### config.mk
export PLATFORM = sky130hd
export DESIGN_NAME = awp_top
export DESIGN_NICKNAME = d
export VERILOG_FILES = /design/src/logic/awp_pkg.sv /design/src/logic/sync_fifo.sv /design/src/logic/trans_decoder.sv /design/src/logic/conv_quad.sv /design/src/logic/quad_chain.sv /design/src/logic/result_packer.sv /design/src/logic/awp_top.sv
export SDC_FILE = /design/constraint.sdc
export NUM_CORES = 1
export LEC_CHECK = 0
export BUFFER_PORTS_ARGS = -buffer_cell sky130_fd_sc_hd__buf_2
export CAP_MARGIN = 20
export CORE_MARGIN = 3
export CORE_UTILIZATION = 69
export DETAILED_ROUTE_END_ITERATION = 16
export GPL_TIMING_DRIVEN = 0
export PLACE_DENSITY = 0.86
export RECOVER_POWER = 100
export REMOVE_ABC_BUFFERS = 1
export SLEW_MARGIN = 30
export SYNTH_ARGS = -nofsm -noshare
export SYNTH_HDL_FRONTEND = slang
export SYNTH_HIERARCHICAL = 1
export SYNTH_SLANG_ARGS = --single-unit
### constraint.sdc
create_clock -name clk -period 15.75 [get_ports clk]
set_input_delay 1.575 -clock clk [delete_from_list [all_inputs] [get_ports clk]]
set_output_delay 1.575 -clock clk [all_outputs]
set_load 0.05 [all_outputs]
### src/logic/awp_pkg.sv
`default_nettype none

package awp_pkg;

    ////////////////////
    // Widths
    ////////////////////

    // Quad count fixes the payload layout
    localparam int NUM_QUADS = 4;
    localparam int PIXEL_W   = 8;
    localparam int WEIGHT_W  = 8;
    // Four 255 x 255 products fit in 18 bits
    localparam int SUM_W     = 18;
    localparam int TAG_W     = 8;
    localparam int SEQ_W     = 8;

    ////////////////////
    // Opcodes
    ////////////////////

    typedef enum logic [1:0] {
        OP_NOP         = 2'd0,
        OP_CFG_WEIGHTS = 2'd1,
        OP_PIXELS      = 2'd2,
        OP_RSVD        = 2'd3
    } awp_op_e;

    ////////////////////
    // Words
    ////////////////////

    // Ingress word, byte i of payload goes to quad i
    typedef struct packed {
        awp_op_e                                op;
        logic [TAG_W-1:0]                       tag;
        logic [NUM_QUADS-1:0][PIXEL_W-1:0]      payload;
    } trans_in_t;

    // Token passed down the quad chain
    typedef struct packed {
        logic [TAG_W-1:0]                       tag;
        logic [NUM_QUADS-1:0][PIXEL_W-1:0]      pix;
        logic [SUM_W-1:0]                       sum;
    } cascade_t;

    // Egress word
    typedef struct packed {
        logic [TAG_W-1:0]                       tag;
        logic [SEQ_W-1:0]                       seq;
        logic [SUM_W-1:0]                       sum;
    } trans_eg_t;

endpackage

`default_nettype wire

### src/logic/sync_fifo.sv
`default_nettype none

module sync_fifo #(
    parameter int  DEPTH = 4,
    parameter type T     = logic
) (
    input  logic clk,
    input  logic rst,
    input  logic push_valid,
    output logic push_ready,
    input  T     push_data,
    output logic pop_valid,
    input  logic pop_ready,
    output T     pop_data
);

    // Pointer width, kept at one bit for a single-entry FIFO
    localparam int AW = (DEPTH > 1) ? $clog2(DEPTH) : 1;
    localparam int CW = $clog2(DEPTH + 1);

    T               mem [DEPTH];
    logic [AW-1:0]  wr_ptr;
    logic [AW-1:0]  rd_ptr;
    logic [CW-1:0]  count;
    logic [CW-1:0]  count_next;
    logic           push_fire;
    logic           pop_fire;

    assign push_fire = push_valid && push_ready;
    assign pop_fire  = pop_valid && pop_ready;

    // Head word shows without a read request
    assign pop_valid = (count != '0);
    assign pop_data  = mem[rd_ptr];

    always_comb begin
        count_next = count + CW'(push_fire) - CW'(pop_fire);
    end

    // Storage
    always_ff @(posedge clk) begin
        if (push_fire) begin
            mem[wr_ptr] <= push_data;
        end
    end

    // Pointers, count and registered ready
    always_ff @(posedge clk) begin
        if (rst) begin
            wr_ptr     <= '0;
            rd_ptr     <= '0;
            count      <= '0;
            push_ready <= 1'b0;
        end else begin
            if (push_fire) begin
                wr_ptr <= (wr_ptr == AW'(DEPTH - 1)) ? '0 : wr_ptr + 1'b1;
            end
            if (pop_fire) begin
                rd_ptr <= (rd_ptr == AW'(DEPTH - 1)) ? '0 : rd_ptr + 1'b1;
            end
            count <= count_next;
            // Refuse pushes once full
            push_ready <= (count_next != CW'(DEPTH));
        end
    end

endmodule

`default_nettype wire

### src/logic/trans_decoder.sv
`default_nettype none

module trans_decoder (
    input  logic                                                    clk,
    input  logic                                                    rst,
    input  logic                                                    in_valid,
    output logic                                                    in_ready,
    input  awp_pkg::trans_in_t                                      in_word,
    input  logic                                                    chain_idle,
    output logic                                                    weight_load,
    output logic [awp_pkg::NUM_QUADS-1:0][awp_pkg::WEIGHT_W-1:0]    weight_vec,
    output logic                                                    tok_valid,
    input  logic                                                    tok_ready,
    output awp_pkg::cascade_t                                       tok
);

    typedef enum logic [0:0] {
        DEC_IDLE       = 1'b0,
        DEC_WAIT_DRAIN = 1'b1
    } dec_state_e;

    dec_state_e state;
    dec_state_e state_next;

    ////////////////////
    // Token and weights
    ////////////////////

    // Token built straight from the head word, sum starts at zero
    always_comb begin
        tok.tag    = in_word.tag;
        tok.pix    = in_word.payload;
        tok.sum    = '0;
        weight_vec = in_word.payload;
    end

    ////////////////////
    // Opcode FSM
    ////////////////////

    always_comb begin
        state_next  = state;
        in_ready    = 1'b0;
        tok_valid   = 1'b0;
        weight_load = 1'b0;
        case (state)
            DEC_IDLE: begin
                if (in_valid) begin
                    case (in_word.op)
                        awp_pkg::OP_PIXELS: begin
                            // Pop when quad 0 takes the token
                            tok_valid = 1'b1;
                            in_ready  = tok_ready;
                        end
                        awp_pkg::OP_CFG_WEIGHTS: begin
                            // Hold config until nothing is in flight
                            state_next = DEC_WAIT_DRAIN;
                        end
                        default: begin
                            // NOP and reserved are dropped
                            in_ready = 1'b1;
                        end
                    endcase
                end
            end
            DEC_WAIT_DRAIN: begin
                // No launch here, so chain_idle alone is enough
                if (chain_idle) begin
                    weight_load = 1'b1;
                    in_ready    = 1'b1;
                    state_next  = DEC_IDLE;
                end
            end
            default: begin
                state_next = DEC_IDLE;
            end
        endcase
    end

    always_ff @(posedge clk) begin
        if (rst) begin
            state <= DEC_IDLE;
        end else begin
            state <= state_next;
        end
    end

endmodule

`default_nettype wire

### src/logic/conv_quad.sv
`default_nettype none

module conv_quad #(
    parameter int QUAD_INDEX = 0
) (
    input  logic                                                    clk,
    input  logic                                                    rst,
    input  logic                                                    weight_load,
    input  logic [awp_pkg::NUM_QUADS-1:0][awp_pkg::WEIGHT_W-1:0]    weight_vec,
    input  logic                                                    in_valid,
    output logic                                                    in_ready,
    input  awp_pkg::cascade_t                                       in_tok,
    output logic                                                    out_valid,
    input  logic                                                    out_ready,
    output awp_pkg::cascade_t                                       out_tok
);

    logic [awp_pkg::WEIGHT_W-1:0]                   weight_q;
    logic [awp_pkg::PIXEL_W+awp_pkg::WEIGHT_W-1:0]  product;
    logic                                           in_fire;

    // Stage can take a token when empty or being drained
    assign in_ready = !out_valid || out_ready;
    assign in_fire  = in_valid && in_ready;

    // This quad's pixel byte times its weight
    assign product = in_tok.pix[QUAD_INDEX] * weight_q;

    // Own weight byte
    always_ff @(posedge clk) begin
        if (rst) begin
            weight_q <= '0;
        end else if (weight_load) begin
            weight_q <= weight_vec[QUAD_INDEX];
        end
    end

    // Registered MAC stage
    always_ff @(posedge clk) begin
        if (in_fire) begin
            out_tok.tag <= in_tok.tag;
            out_tok.pix <= in_tok.pix;
            out_tok.sum <= in_tok.sum + awp_pkg::SUM_W'(product);
        end
    end

    always_ff @(posedge clk) begin
        if (rst) begin
            out_valid <= 1'b0;
        end else if (in_fire) begin
            out_valid <= 1'b1;
        end else if (out_ready) begin
            out_valid <= 1'b0;
        end
    end

endmodule

`default_nettype wire

### src/logic/quad_chain.sv
`default_nettype none

module quad_chain #(
    parameter int CASCADE_DEPTH = 2
) (
    input  logic                                                    clk,
    input  logic                                                    rst,
    input  logic                                                    weight_load,
    input  logic [awp_pkg::NUM_QUADS-1:0][awp_pkg::WEIGHT_W-1:0]    weight_vec,
    input  logic                                                    in_valid,
    output logic                                                    in_ready,
    input  awp_pkg::cascade_t                                       in_tok,
    output logic                                                    done_valid,
    input  logic                                                    done_ready,
    output awp_pkg::cascade_t                                       done,
    output logic                                                    chain_idle
);

    localparam int NQ = awp_pkg::NUM_QUADS;

    // Per-quad handshake
    logic [NQ-1:0]      q_in_valid;
    logic [NQ-1:0]      q_in_ready;
    awp_pkg::cascade_t  q_in_tok [NQ];
    logic [NQ-1:0]      q_out_valid;
    logic [NQ-1:0]      q_out_ready;
    awp_pkg::cascade_t  q_out_tok [NQ];

    // Head of the chain
    assign q_in_valid[0] = in_valid;
    assign q_in_tok[0]   = in_tok;
    assign in_ready      = q_in_ready[0];

    // Tail leaves as done
    assign done_valid          = q_out_valid[NQ-1];
    assign done                = q_out_tok[NQ-1];
    assign q_out_ready[NQ-1]   = done_ready;

    for (genvar gi = 0; gi < NQ; gi++) begin : g_quad
        conv_quad #(
            .QUAD_INDEX (gi)
        ) quad_i (
            .clk         (clk),
            .rst         (rst),
            .weight_load (weight_load),
            .weight_vec  (weight_vec),
            .in_valid    (q_in_valid[gi]),
            .in_ready    (q_in_ready[gi]),
            .in_tok      (q_in_tok[gi]),
            .out_valid   (q_out_valid[gi]),
            .out_ready   (q_out_ready[gi]),
            .out_tok     (q_out_tok[gi])
        );

        // Cascade FIFO into the next quad
        if (gi < NQ - 1) begin : g_cascade
            sync_fifo #(
                .DEPTH (CASCADE_DEPTH),
                .T     (awp_pkg::cascade_t)
            ) cascade_fifo_i (
                .clk        (clk),
                .rst        (rst),
                .push_valid (q_out_valid[gi]),
                .push_ready (q_out_ready[gi]),
                .push_data  (q_out_tok[gi]),
                .pop_valid  (q_in_valid[gi+1]),
                .pop_ready  (q_in_ready[gi+1]),
                .pop_data   (q_in_tok[gi+1])
            );
        end
    end

    // Idle when no stage, no cascade FIFO and no launch holds a token
    assign chain_idle = !(|q_out_valid) && !(|q_in_valid);

endmodule

`default_nettype wire

### src/logic/result_packer.sv
`default_nettype none

module result_packer (
    input  logic                clk,
    input  logic                rst,
    input  logic                done_valid,
    output logic                done_ready,
    input  awp_pkg::cascade_t   done,
    output logic                eg_valid,
    input  logic                eg_ready,
    output awp_pkg::trans_eg_t  eg_word
);

    logic [awp_pkg::SEQ_W-1:0] seq_q;

    // Straight pass-through, egress FIFO ready is the stall
    assign eg_valid   = done_valid;
    assign done_ready = eg_ready;

    always_comb begin
        eg_word.tag = done.tag;
        eg_word.seq = seq_q;
        eg_word.sum = done.sum;
    end

    // One step per pushed result
    always_ff @(posedge clk) begin
        if (rst) begin
            seq_q <= '0;
        end else if (eg_valid && eg_ready) begin
            seq_q <= seq_q + 1'b1;
        end
    end

endmodule

`default_nettype wire

### src/logic/awp_top.sv
`default_nettype none

module awp_top #(
    parameter int IN_DEPTH      = 4,
    parameter int CASCADE_DEPTH = 2,
    parameter int EG_DEPTH      = 4
) (
    input  logic                clk,
    input  logic                rst,
    input  logic                in_valid,
    output logic                in_ready,
    input  awp_pkg::trans_in_t  in_data,
    output logic                out_valid,
    input  logic                out_ready,
    output awp_pkg::trans_eg_t  out_data
);

    ////////////////////
    // Wires
    ////////////////////

    // Ingress head to decoder
    logic                   head_valid;
    logic                   head_ready;
    awp_pkg::trans_in_t     head_word;
    // Decoder to chain
    logic                   weight_load;
    logic [awp_pkg::NUM_QUADS-1:0][awp_pkg::WEIGHT_W-1:0] weight_vec;
    logic                   tok_valid;
    logic                   tok_ready;
    awp_pkg::cascade_t      tok;
    logic                   chain_idle;
    // Chain to packer to egress
    logic                   done_valid;
    logic                   done_ready;
    awp_pkg::cascade_t      done;
    logic                   eg_valid;
    logic                   eg_ready;
    awp_pkg::trans_eg_t     eg_word;

    ////////////////////
    // Datapath
    ////////////////////

    sync_fifo #(
        .DEPTH (IN_DEPTH),
        .T     (awp_pkg::trans_in_t)
    ) in_fifo_i (
        .clk        (clk),
        .rst        (rst),
        .push_valid (in_valid),
        .push_ready (in_ready),
        .push_data  (in_data),
        .pop_valid  (head_valid),
        .pop_ready  (head_ready),
        .pop_data   (head_word)
    );

    trans_decoder decoder_i (
        .clk         (clk),
        .rst         (rst),
        .in_valid    (head_valid),
        .in_ready    (head_ready),
        .in_word     (head_word),
        .chain_idle  (chain_idle),
        .weight_load (weight_load),
        .weight_vec  (weight_vec),
        .tok_valid   (tok_valid),
        .tok_ready   (tok_ready),
        .tok         (tok)
    );

    quad_chain #(
        .CASCADE_DEPTH (CASCADE_DEPTH)
    ) chain_i (
        .clk         (clk),
        .rst         (rst),
        .weight_load (weight_load),
        .weight_vec  (weight_vec),
        .in_valid    (tok_valid),
        .in_ready    (tok_ready),
        .in_tok      (tok),
        .done_valid  (done_valid),
        .done_ready  (done_ready),
        .done        (done),
        .chain_idle  (chain_idle)
    );

    result_packer packer_i (
        .clk        (clk),
        .rst        (rst),
        .done_valid (done_valid),
        .done_ready (done_ready),
        .done       (done),
        .eg_valid   (eg_valid),
        .eg_ready   (eg_ready),
        .eg_word    (eg_word)
    );

    sync_fifo #(
        .DEPTH (EG_DEPTH),
        .T     (awp_pkg::trans_eg_t)
    ) eg_fifo_i (
        .clk        (clk),
        .rst        (rst),
        .push_valid (eg_valid),
        .push_ready (eg_ready),
        .push_data  (eg_word),
        .pop_valid  (out_valid),
        .pop_ready  (out_ready),
        .pop_data   (out_data)
    );

endmodule

`default_nettype wire

Word-level counts from Yosys, hierarchy flattened

Memories as Yosys holds them, arrays and structs flattened. A register that Yosys moved wholly into a read port is not among the register bits.
Index checks and enable logic that the tools add are counted.

Add/subtract/negate cells: 24
$mul: 4
Equality and inequality tests: 11
Mux-type cells: 50
Bitwise operators: 1
Reductions and logical operators: 33

Operators with widths:

| operator                                            | count |
|---|---|
| multiplier 8 x 8 -> 16 bit                          | 4 |
| adder 18 x 16 -> 18 bit                             | 3 |
| two-way mux 1 bit                                   | 39 |
| two-way mux 2 bit                                   | 8 |
| nonzero test 2 bit                                  | 7 |
| logical AND 1 bit                                   | 12 |
| equality test 2 bit, second input constant          | 5 |
| adder 2 x 1 -> 2 bit, second input constant         | 4 |
| adder 8 x 1 -> 8 bit, second input constant         | 1 |
| OR reduction 4 bit                                  | 2 |
| adder 1 bit, second input constant                  | 6 |
| adder 2 x 1 -> 2 bit                                | 3 |
| adder 3 x 1 -> 3 bit                                | 2 |
| zero test 1 bit                                     | 6 |
| inequality test 2 bit, second input constant        | 3 |
| inequality test 3 bit, second input constant        | 2 |
| one-hot mux 1 bit (2 select lines)                  | 3 |
| nonzero test 3 bit                                  | 2 |
| subtractor 2 x 1 -> 2 bit                           | 3 |
| subtractor 3 x 1 -> 3 bit                           | 2 |
| logical OR 1 bit                                    | 4 |
| equality test 2 x 1 -> 1 bit, second input constant | 1 |
| NOT 1 bit                                           | 1 |

Register bits after elaboration: 274
Memory bits (writable): 648
Input port bits: 46
Output and inout bits: 36
Logic and storage cells: 178
Memories: 5

Memory list:

| memory                                         | words | width | rd ports | clocked after Yosys merged registers in | wr ports | RTL line        | text |
|---|---|---|---|---|---|---|---|
| in_fifo_i.mem                                  | 4     | 42    | 1        | 1                                       | 1        | sync_fifo.sv:21 | `T mem [DEPTH];` |
| eg_fifo_i.mem                                  | 4     | 34    | 1        | 1                                       | 1        | sync_fifo.sv:21 |  |
| chain_i.g_quad[1].g_cascade.cascade_fifo_i.mem | 2     | 58    | 1        | 1                                       | 1        | sync_fifo.sv:21 |  |
| chain_i.g_quad[2].g_cascade.cascade_fifo_i.mem | 2     | 58    | 1        | 1                                       | 1        | sync_fifo.sv:21 |  |
| chain_i.g_quad[0].g_cascade.cascade_fifo_i.mem | 2     | 56    | 1        | 1                                       | 1        | sync_fifo.sv:21 |  |

Logic depth before layout (Yosys ltp)

Gate-level depths: netlist (run 1).

Depth after elaboration: 12
Mapped depth: 19
Mapped depth without buffers: 16

By module

The synthesis (run 1) kept the hierarchy.

Modules (own cells, without submodules):

| module                                                      | instances | cells each | area each (µm²) | seq. area each (µm²) |
|---|---|---|---|---|
| sync_fifo at chain_i.g_quad[0].g_cascade.cascade_fifo_i ... | 2         | 211        | 4484.3          | 3603.5 |
| sync_fifo at in_fifo_i                                      | 1         | 269        | 6628.9          | 5245.0 |
| sync_fifo at eg_fifo_i                                      | 1         | 227        | 5470.2          | 4284.1 |
| conv_quad at chain_i.g_quad[2].quad_i                       | 1         | 429        | 4818.4          | 1921.8 |
| conv_quad at chain_i.g_quad[3].quad_i                       | 1         | 429        | 4775.8          | 1921.8 |
| conv_quad at chain_i.g_quad[0].quad_i                       | 1         | 412        | 4732.0          | 1921.8 |
| conv_quad at chain_i.g_quad[1].quad_i                       | 1         | 409        | 4719.5          | 1921.8 |
| sync_fifo at chain_i.g_quad[1].g_cascade.cascade_fifo_i     | 1         | 205        | 4501.8          | 3603.5 |
| trans_decoder                                               | 1         | 102        | 779.5           | 20.0 |
| result_packer                                               | 1         | 68         | 556.8           | 160.2 |
| quad_chain                                                  | 1         | 3          | 18.8            | 0.0 |

Worst setup path before layout (run 1)

Ideal clock, no wire load.

Path type: register -> register
From: register with a tool-made name
To: register, netlist name chain_i/g_quad[0].quad_i/out_tok[17]
Setup time: 0.266 ns
Arrival time: 5.048 ns
Required time: 15.484 ns
Setup slack: 10.436 ns
Stages on the path, launching flop included: 19
Buffers on the path: 4
Period minus slack after synthesis: 5.314 ns
Cell sequence: dfxtp_1 buf_6 buf_12 mux4_2 buf_4 clkbuf_1 and2_1 fa_1 fa_1 fa_1 inv_1 fa_1 inv_1 ha_1 a21oi_2 o21ai_2 a311oi_2 o21ai_1 or3b_1

==> metrics, run 1 <==
final count of hold timing violations 0; final wirelength 72.01 mm; # clock sinks 791; number of instances resized during post-cts repair 0; endpoint arrival time on the critical path 7900 ps; routed via count divided by cell count between 5 and 6; number of buffer and inverter instances along the worst setup path 4; Mapped Area 40,110 um2; Slew Limit Headroom -0.9340; count of nets after finishing 3,202; DR WL/cell 20.05 um; buffers from clock root to sink, at most 3; Max Clock Freq 133.1 MHz; number of CTS-inserted buffers 76; WHS about 420 ps; Slowest-stage cell, CP sky130_fd_sc_hd__clkbuf_1; HPWL Detailed 49.21 mm; synthesized instance count 2,750; CTS tree yes; mean post-synth cell area 14.59 um2; core area 56,930 um2; Layout Area Growth over Synthesis 6.155%; final global-route overflow total 0; multi-input combinational cell area 14,350 um2; quantity of I/O buffers inserted on ports between 80 and 90; area enclosed by the die boundary 61,060 um2; GRT Util Overall 0.2464; wire length of the first global-routing pass 117.2 mm; kind of path behind the tightest hold check flip-flop to flip-flop; Post-CTS Setup Bufs 0; total number of vias approximately 21,000; final critical-path required period between 7000 and 8000 ps; crit path launch type flip-flop; number of nets with antenna violations after detailed routing 0; final setup skew 33.70 ps; Die Height 247.1 um; Root Buffer Master sky130_fd_sc_hd__clkbuf_16; outcome finished with violations; number of inserted filler cells in the final layout 3,233; DRC violation total after the first TritonRoute iteration 1,461; via count of the first global-routing pass approximately 22,000; unrepaired setup endpoints after global routing no; routability-driven placement congestion ratio 0.8705; kind of critical path flip-flop to flip-flop; clock network latency to the later pin of the worst-skew pair between 600 and 700 ps; total count of max-transition violations in the final report 603; final antenna diode count 0; number of max-cap violations 19; violations in the final reports max-capacitance violations, max-slew violations; H-tree depth 3; final-report setup violation count 0; residual DRC count 0; Max VDD drop 0.1553 mV; family with the most delay on the worst path adder cells; cell area power density about 150 nW/um2; ratio of cells with drive above 1 in the final layout 0.1139; antenna violations before repair 3; starting density of the core 0.7046; Worst Path Max Fanout 50; most repeated library cell on the critical path sky130_fd_sc_hd__fa_1; maximum number of pins on one net before global-route repair 60; Cell Rows 87; flip-flop and latch area around 23,000 um2; Synth Warn # 6; cell leakage power 0.01623 uW; period utilization 0.4769; finished layout cell area between 40,000 and 50,000 um2; Ports 82; Max stage delay on crit path 1990 ps; worst endpoint required time around 16,000 ps; cells along the critical path clkbuf_1 > mux2_1 > nand2_1 > fa_1 > fa_1 > inv_1 > fa_1 > inv_1 > fa_1 > inv_1 > ha_1 > a21o_1 > a221oi_1 > nor3_1 > a311oi_1; Clock transition at path regs 60 ps; first-pass detailed-route iteration total 8; Post-Place Worst Slack 10,180 ps; type of destination of the critical path flip-flop; number of buffers added to fix hold violations after cts 0; Worst-Margin Slew 2901 ps; total cell area at the placement stage a little over 40,000 um2; die boundary width 247.1 um; fin worst setup slack 8239 ps; post-route setup TNS 0 ps
## metal layers
layer,global-route usage,part of all wire,up-vias
met5,0,0.00012,-
met4,0.07269,0.028,2
met3,0.04077,0.052,181
met2,0.4366,0.52,666
met1,0.3153,0.40,10470
li1,-,-,9505
## cell usage in the layout, fill, tap and decap left out, types with 7 or more instances in the layout
| cell | n |
|---|---|
| sky130_fd_sc_hd__mux4_2 | 70 |
| sky130_fd_sc_hd__clkinv_1 | 9 |
| sky130_fd_sc_hd__and3_1 | 15 |
| sky130_fd_sc_hd__nand2b_1 | 17 |
| sky130_fd_sc_hd__inv_1 | 401 |
| sky130_fd_sc_hd__and2_0 | 10 |
| sky130_fd_sc_hd__dfxtp_1 | 80 |
| sky130_fd_sc_hd__a21oi_1 | 65 |
| sky130_fd_sc_hd__mux2i_1 | 37 |
| sky130_fd_sc_hd__nand3_1 | 18 |
| sky130_fd_sc_hd__nor2b_1 | 25 |
| sky130_fd_sc_hd__conb_1 | 18 |
| sky130_fd_sc_hd__nor2_1 | 84 |
| sky130_fd_sc_hd__clkbuf_1 | 120 |
| sky130_fd_sc_hd__nor3_1 | 24 |
| sky130_fd_sc_hd__xor2_1 | 21 |
| sky130_fd_sc_hd__clkbuf_16 | 76 |
| sky130_fd_sc_hd__ha_1 | 179 |
| sky130_fd_sc_hd__mux2_2 | 97 |
| sky130_fd_sc_hd__edfxtp_1 | 708 |
| sky130_fd_sc_hd__clkinv_2 | 13 |
| sky130_fd_sc_hd__o311ai_0 | 8 |
| sky130_fd_sc_hd__o21ai_0 | 22 |
| sky130_fd_sc_hd__and2_1 | 123 |
| sky130_fd_sc_hd__clkbuf_8 | 7 |
| sky130_fd_sc_hd__xnor2_1 | 31 |
| sky130_fd_sc_hd__fa_1 | 202 |
| sky130_fd_sc_hd__a2111oi_0 | 7 |
| sky130_fd_sc_hd__mux2_1 | 28 |
| sky130_fd_sc_hd__nand2_1 | 166 |
## power by group
group	total, uW	internal (uW)	switching [uW]
clock	1750	983	770
sequential	2990	2780	212
combinational	1570	600	968
total	6310	4360	1950
## flip-flops by register name, indices dropped and copies added (netlist names), named ones only
name	flops
chain_i/g_quad.g_cascade.cascade_fifo_i/push_ready	3
in_fifo_i/count	3
in_fifo_i/wr_ptr	2
eg_fifo_i/rd_ptr	2
in_fifo_i/mem	168
chain_i/g_quad.quad_i/weight_q	32
eg_fifo_i/push_ready	1
packer_i/seq_q	8
eg_fifo_i/wr_ptr	2
eg_fifo_i/count	3
eg_fifo_i/mem	136
chain_i/g_quad.quad_i/out_tok	152
chain_i/g_quad.quad_i/out_valid	4
chain_i/g_quad.g_cascade.cascade_fifo_i/wr_ptr	3
chain_i/g_quad.g_cascade.cascade_fifo_i/mem	252
decoder_i/state	1
in_fifo_i/push_ready	1
chain_i/g_quad.g_cascade.cascade_fifo_i/count	6
in_fifo_i/rd_ptr	2
chain_i/g_quad.g_cascade.cascade_fifo_i/rd_ptr	3
## cell type report
class,count,share of cell area
clock buffer,101,0.04851
clock inverter,37,0.007875
inverter,403,0.03553
multi-input combinational,1396,0.3370
sequential,791,0.5385
tap,756,0.02222
timing repair buffer,107,0.01028
## worst paths after layout
kind	startpoint	end	slack, ps	cells past startpoint
worst max-delay path	flip-flop	chain_i/g_quad[1].quad_i/out_tok[17]	8240	15
worst min-delay path	chain_i/g_quad[0].quad_i/out_tok[50]	flip-flop	420	0
worst max register to register	flip-flop	chain_i/g_quad[1].quad_i/out_tok[17]	8240	15
worst min register to register	chain_i/g_quad[0].quad_i/out_tok[50]	flip-flop	420	0
## metrics by stage
stage | utilization | instances | total power [uW]
after global routing | 0.7479 | 3591 | 6625
final | 0.7479 | 3591 | 6315
after global placement | 0.7066 | 3427 | 4489
after floorplan | - | 2590 | 4149
after detailed placement | 0.7188 | 3453 | 4650
after CTS | 0.7610 | 3591 | 6422
Power figures use the tool's default switching activity.
==> inputs of run 2 (changes only) <==
--- a/config.mk
+++ b/config.mk
@@ -8,10 +8,10 @@
 export BUFFER_PORTS_ARGS = -buffer_cell sky130_fd_sc_hd__buf_2
 export CAP_MARGIN = 20
 export CORE_MARGIN = 3
-export CORE_UTILIZATION = 69
+export CORE_UTILIZATION = 64
 export DETAILED_ROUTE_END_ITERATION = 16
 export GPL_TIMING_DRIVEN = 0
-export PLACE_DENSITY = 0.86
+export PLACE_DENSITY = 0.81
 export RECOVER_POWER = 100
 export REMOVE_ABC_BUFFERS = 1
 export SLEW_MARGIN = 30
==> constraint.sdc (replaced) <==
create_clock -name clk -period 7 [get_ports clk]
set_input_delay 0.7 -clock clk [delete_from_list [all_inputs] [get_ports clk]]
set_output_delay 0.7 -clock clk [all_outputs]
set_load 0.05 [all_outputs]
==> metrics, run 2 (synthesized netlist as in run 1, its figures left out) <==
ratio of cells with drive above 1 in the final layout 0.1220 (was 0.1139); starting density of the core 0.6488 (was 0.7046); HPWL Detailed 48.73 mm (was 49.21 mm); period utilization 0.8281 (was 0.4769); number of CTS-inserted buffers 80 (was 76); minimum setup slack among reg-to-reg paths 1200 ps (was 8240 ps); cell area power density 337.1 nW/um2 (was 148.3 nW/um2); number of instances resized during post-cts repair 0 (unchanged); area enclosed by the die boundary 65,710 um2 (was 61,060 um2); cell leakage power 0.01639 uW (was 0.01623 uW); via count of the first global-routing pass 22,320 (was 22,290); highest routing layer actually used met4 (was met5); Slew Limit Headroom -0.9260 (was -0.9340); met3 WL post-DR 2.350 mm (was 3.741 mm); maximum number of pins on one net before global-route repair 59 (was 60); Worst-Margin Slew 2889 ps (was 2901 ps); number of inserted filler cells in the final layout 4,006 (was 3,233); WHS 345.5 ps (was 416.7 ps); Top Registers chain_i/g_quad.g_cascade.cascade_fifo_i/mem x252, in_fifo_i/mem x168, chain_i/g_quad.quad_i/out_tok x152 (unchanged); routability-driven placement congestion ratio 0.8471 (was 0.8705); first-pass detailed-route iteration total 5 (was 8); total number of vias 20,480 (was 20,820); H-tree depth 3 (unchanged); # clock sinks 791 (unchanged); Worst Path Max Fanout 47 (was 50); flip-flop and latch area 22,930 um2 (about the same); final global-route overflow total 0 (unchanged); dpl cells 3,534 (was 3,453); number of max-cap violations 17 (was 19); Ports 82 (unchanged); clock network latency to the later pin of the worst-skew pair 620 ps (was 630 ps); Post-CTS Setup Bufs 0 (unchanged); max FFs per register 252 (unchanged); wire length on met2 36.48 mm (was 37.59 mm); count of nets after finishing 3,206 (was 3,202); Clock transition at path regs 60 ps (about the same); finished layout cell area 43,010 um2 (was 42,580 um2); routed length on met1 28.71 mm (was 28.66 mm); antenna violations before repair 2 (was 3); count of cells along the worst register-to-register path 14 (was 15); kind of critical path flip-flop to flip-flop (unchanged); worst endpoint required time 7400 ps (was 16,130 ps); type of destination of the critical path flip-flop (unchanged); total count of max-transition violations in the final report 565 (was 603); routed via count divided by cell count 5.557 (was 5.799); final-report setup violation count 0 (unchanged); filler-free cell count of the finished design 3,685 (was 3,591); number of buffers added to fix hold violations after cts 0 (unchanged); DR WL/cell 18.75 um (was 20.05 um); wire length of the first global-routing pass 114.9 mm (was 117.2 mm); final count of hold timing violations 0 (unchanged); number of nets with antenna violations after detailed routing 0 (unchanged); Layout Area Growth over Synthesis 7.228% (was 6.155%); core area 61,830 um2 (was 56,930 um2); DRC violation total after the first TritonRoute iteration 1,002 (was 1,461); post-route setup TNS 0 ps (unchanged); final wirelength 69.11 mm (was 72.01 mm); buffers from clock root to sink, at most 3 (unchanged); Root Buffer Master sky130_fd_sc_hd__clkbuf_16 (unchanged); kind of path behind the tightest hold check input port to flip-flop (was flip-flop to flip-flop); total cell area at the placement stage 41,030 um2 (was 40,920 um2); crit path launch type flip-flop (unchanged); Crit Reg-Reg Endpoint chain_i/g_quad[1].quad_i/out_tok[17] (unchanged); endpoint arrival time on the critical path 6200 ps (was 7900 ps); most frequent standard cell in the layout excluding fill and tap cells sky130_fd_sc_hd__edfxtp_1 (unchanged); outcome finished with violations (unchanged); CTS tree yes (unchanged); violations in the final reports max-capacitance violations, max-slew violations (unchanged); Cell Rows 91 (was 87); Die Height 256.3 um (was 247.1 um); leading cell types in the layout, fill and taps excluded 708 x sky130_fd_sc_hd__edfxtp_1, 401 x sky130_fd_sc_hd__inv_1, 202 x sky130_fd_sc_hd__fa_1, 179 x sky130_fd_sc_hd__ha_1, 166 x sky130_fd_sc_hd__nand2_1 (unchanged); die boundary width 256.3 um (was 247.1 um); Max Clock Freq 172.5 MHz (was 133.1 MHz); GRT Util Overall 0.2185 (was 0.2464); endpoint of the most critical setup path chain_i/g_quad[1].quad_i/out_tok[17] (unchanged); final critical-path required period 5796 ps (was 7511 ps); quantity of I/O buffers inserted on ports 81 (unchanged); final setup skew 21.22 ps (was 33.70 ps); Max VDD drop 0.3605 mV (was 0.1553 mV); register with the most flip-flops chain_i/g_quad.g_cascade.cascade_fifo_i/mem (unchanged); unrepaired setup endpoints after global routing no (unchanged); residual DRC count 0 (unchanged); multi-input combinational cell area 14,350 um2 (about the same)
-- run 2: cell count changes in the layout (fill, tap and decap cells not counted), moves of 6 or more --
| cell | before | now |
|---|---|---|
| sky130_fd_sc_hd__mux2_2 | 97 | 103 |
| sky130_fd_sc_hd__mux2_1 | 28 | 21 |
| sky130_fd_sc_hd__clkbuf_16 | 76 | 84 |
| sky130_fd_sc_hd__clkinv_2 | 13 | 21 |
-- run 2: where the power goes --
group / switching, uW / internal [uW] / leakage, uW
clock: 1750 / 2540 / 0.00132
combinational: 2160 / 1350 / 0.00796
sequential: 434 / 6270 / 0.00712
-- run 2: worst min path at each step --
| stage | to | slack, ps | cells after the start | from |
|---|---|---|---|---|
| after detailed placement | flip-flop | 430 | 0 | chain_i/g_quad[0].quad_i/out_tok[46] |
| final | in_fifo_i/mem[3][5] | 350 | 1 | in_data[5] |
| after global routing | in_fifo_i/mem[1][39] | 340 | 1 | in_data[39] |
| after floorplan | flip-flop | 420 | 0 | chain_i/g_quad[0].quad_i/out_tok[0] |
| after global placement | flip-flop | 420 | 0 | chain_i/g_quad[0].quad_i/out_tok[30] |
| after CTS | in_fifo_i/mem[2][15] | 260 | 1 | in_data[15] |
-- run 2: worst max-delay path: stages (launching register included) --
cell and delay, ps:
sky130_fd_sc_hd__dfxtp_1 480, sky130_fd_sc_hd__buf_16 260, sky130_fd_sc_hd__mux2_1 490, sky130_fd_sc_hd__and2_0 230, sky130_fd_sc_hd__fa_1 510, sky130_fd_sc_hd__fa_1 520, sky130_fd_sc_hd__fa_1 540, sky130_fd_sc_hd__inv_1 50
sky130_fd_sc_hd__fa_1 530, sky130_fd_sc_hd__inv_1 40, sky130_fd_sc_hd__ha_1 340, sky130_fd_sc_hd__and3_1 170, sky130_fd_sc_hd__a221oi_1 800, sky130_fd_sc_hd__nor3_1 180, sky130_fd_sc_hd__a311oi_1 370
-- run 2: metrics by stage --
| stage | worst slack [ps] | power (uW) | utilization |
|---|---|---|---|
| after detailed placement | 1362 | 10460 | 0.6636 |
| after global placement | -597.6 | 10150 | 0.6523 |
| final | 1204 | 14500 | 0.6957 |
| after floorplan | 470.3 | 9335 | - |
| after CTS | 1322 | 14770 | 0.7069 |
| after global routing | 917.5 | 15220 | 0.6956 |
-- run 2: layout make-up --
class,instances,share of cell area
Clock inverter,45,0.01071
Antenna cell,3,0.0001745
Timing Repair Buffer,107,0.01129
Inverter,403,0.03517
Tap cell,837,0.02435
Multi-Input combinational cell,1396,0.3336
Clock buffer,103,0.05146
Sequential cell,791,0.5332
-- run 2: routing by layer --
layer	GRT usage	vias up
met3	0.03151	121
met1	0.2755	10460
li1	-	9526
met4	0.06636	0
met2	0.3942	371
met5	0	-
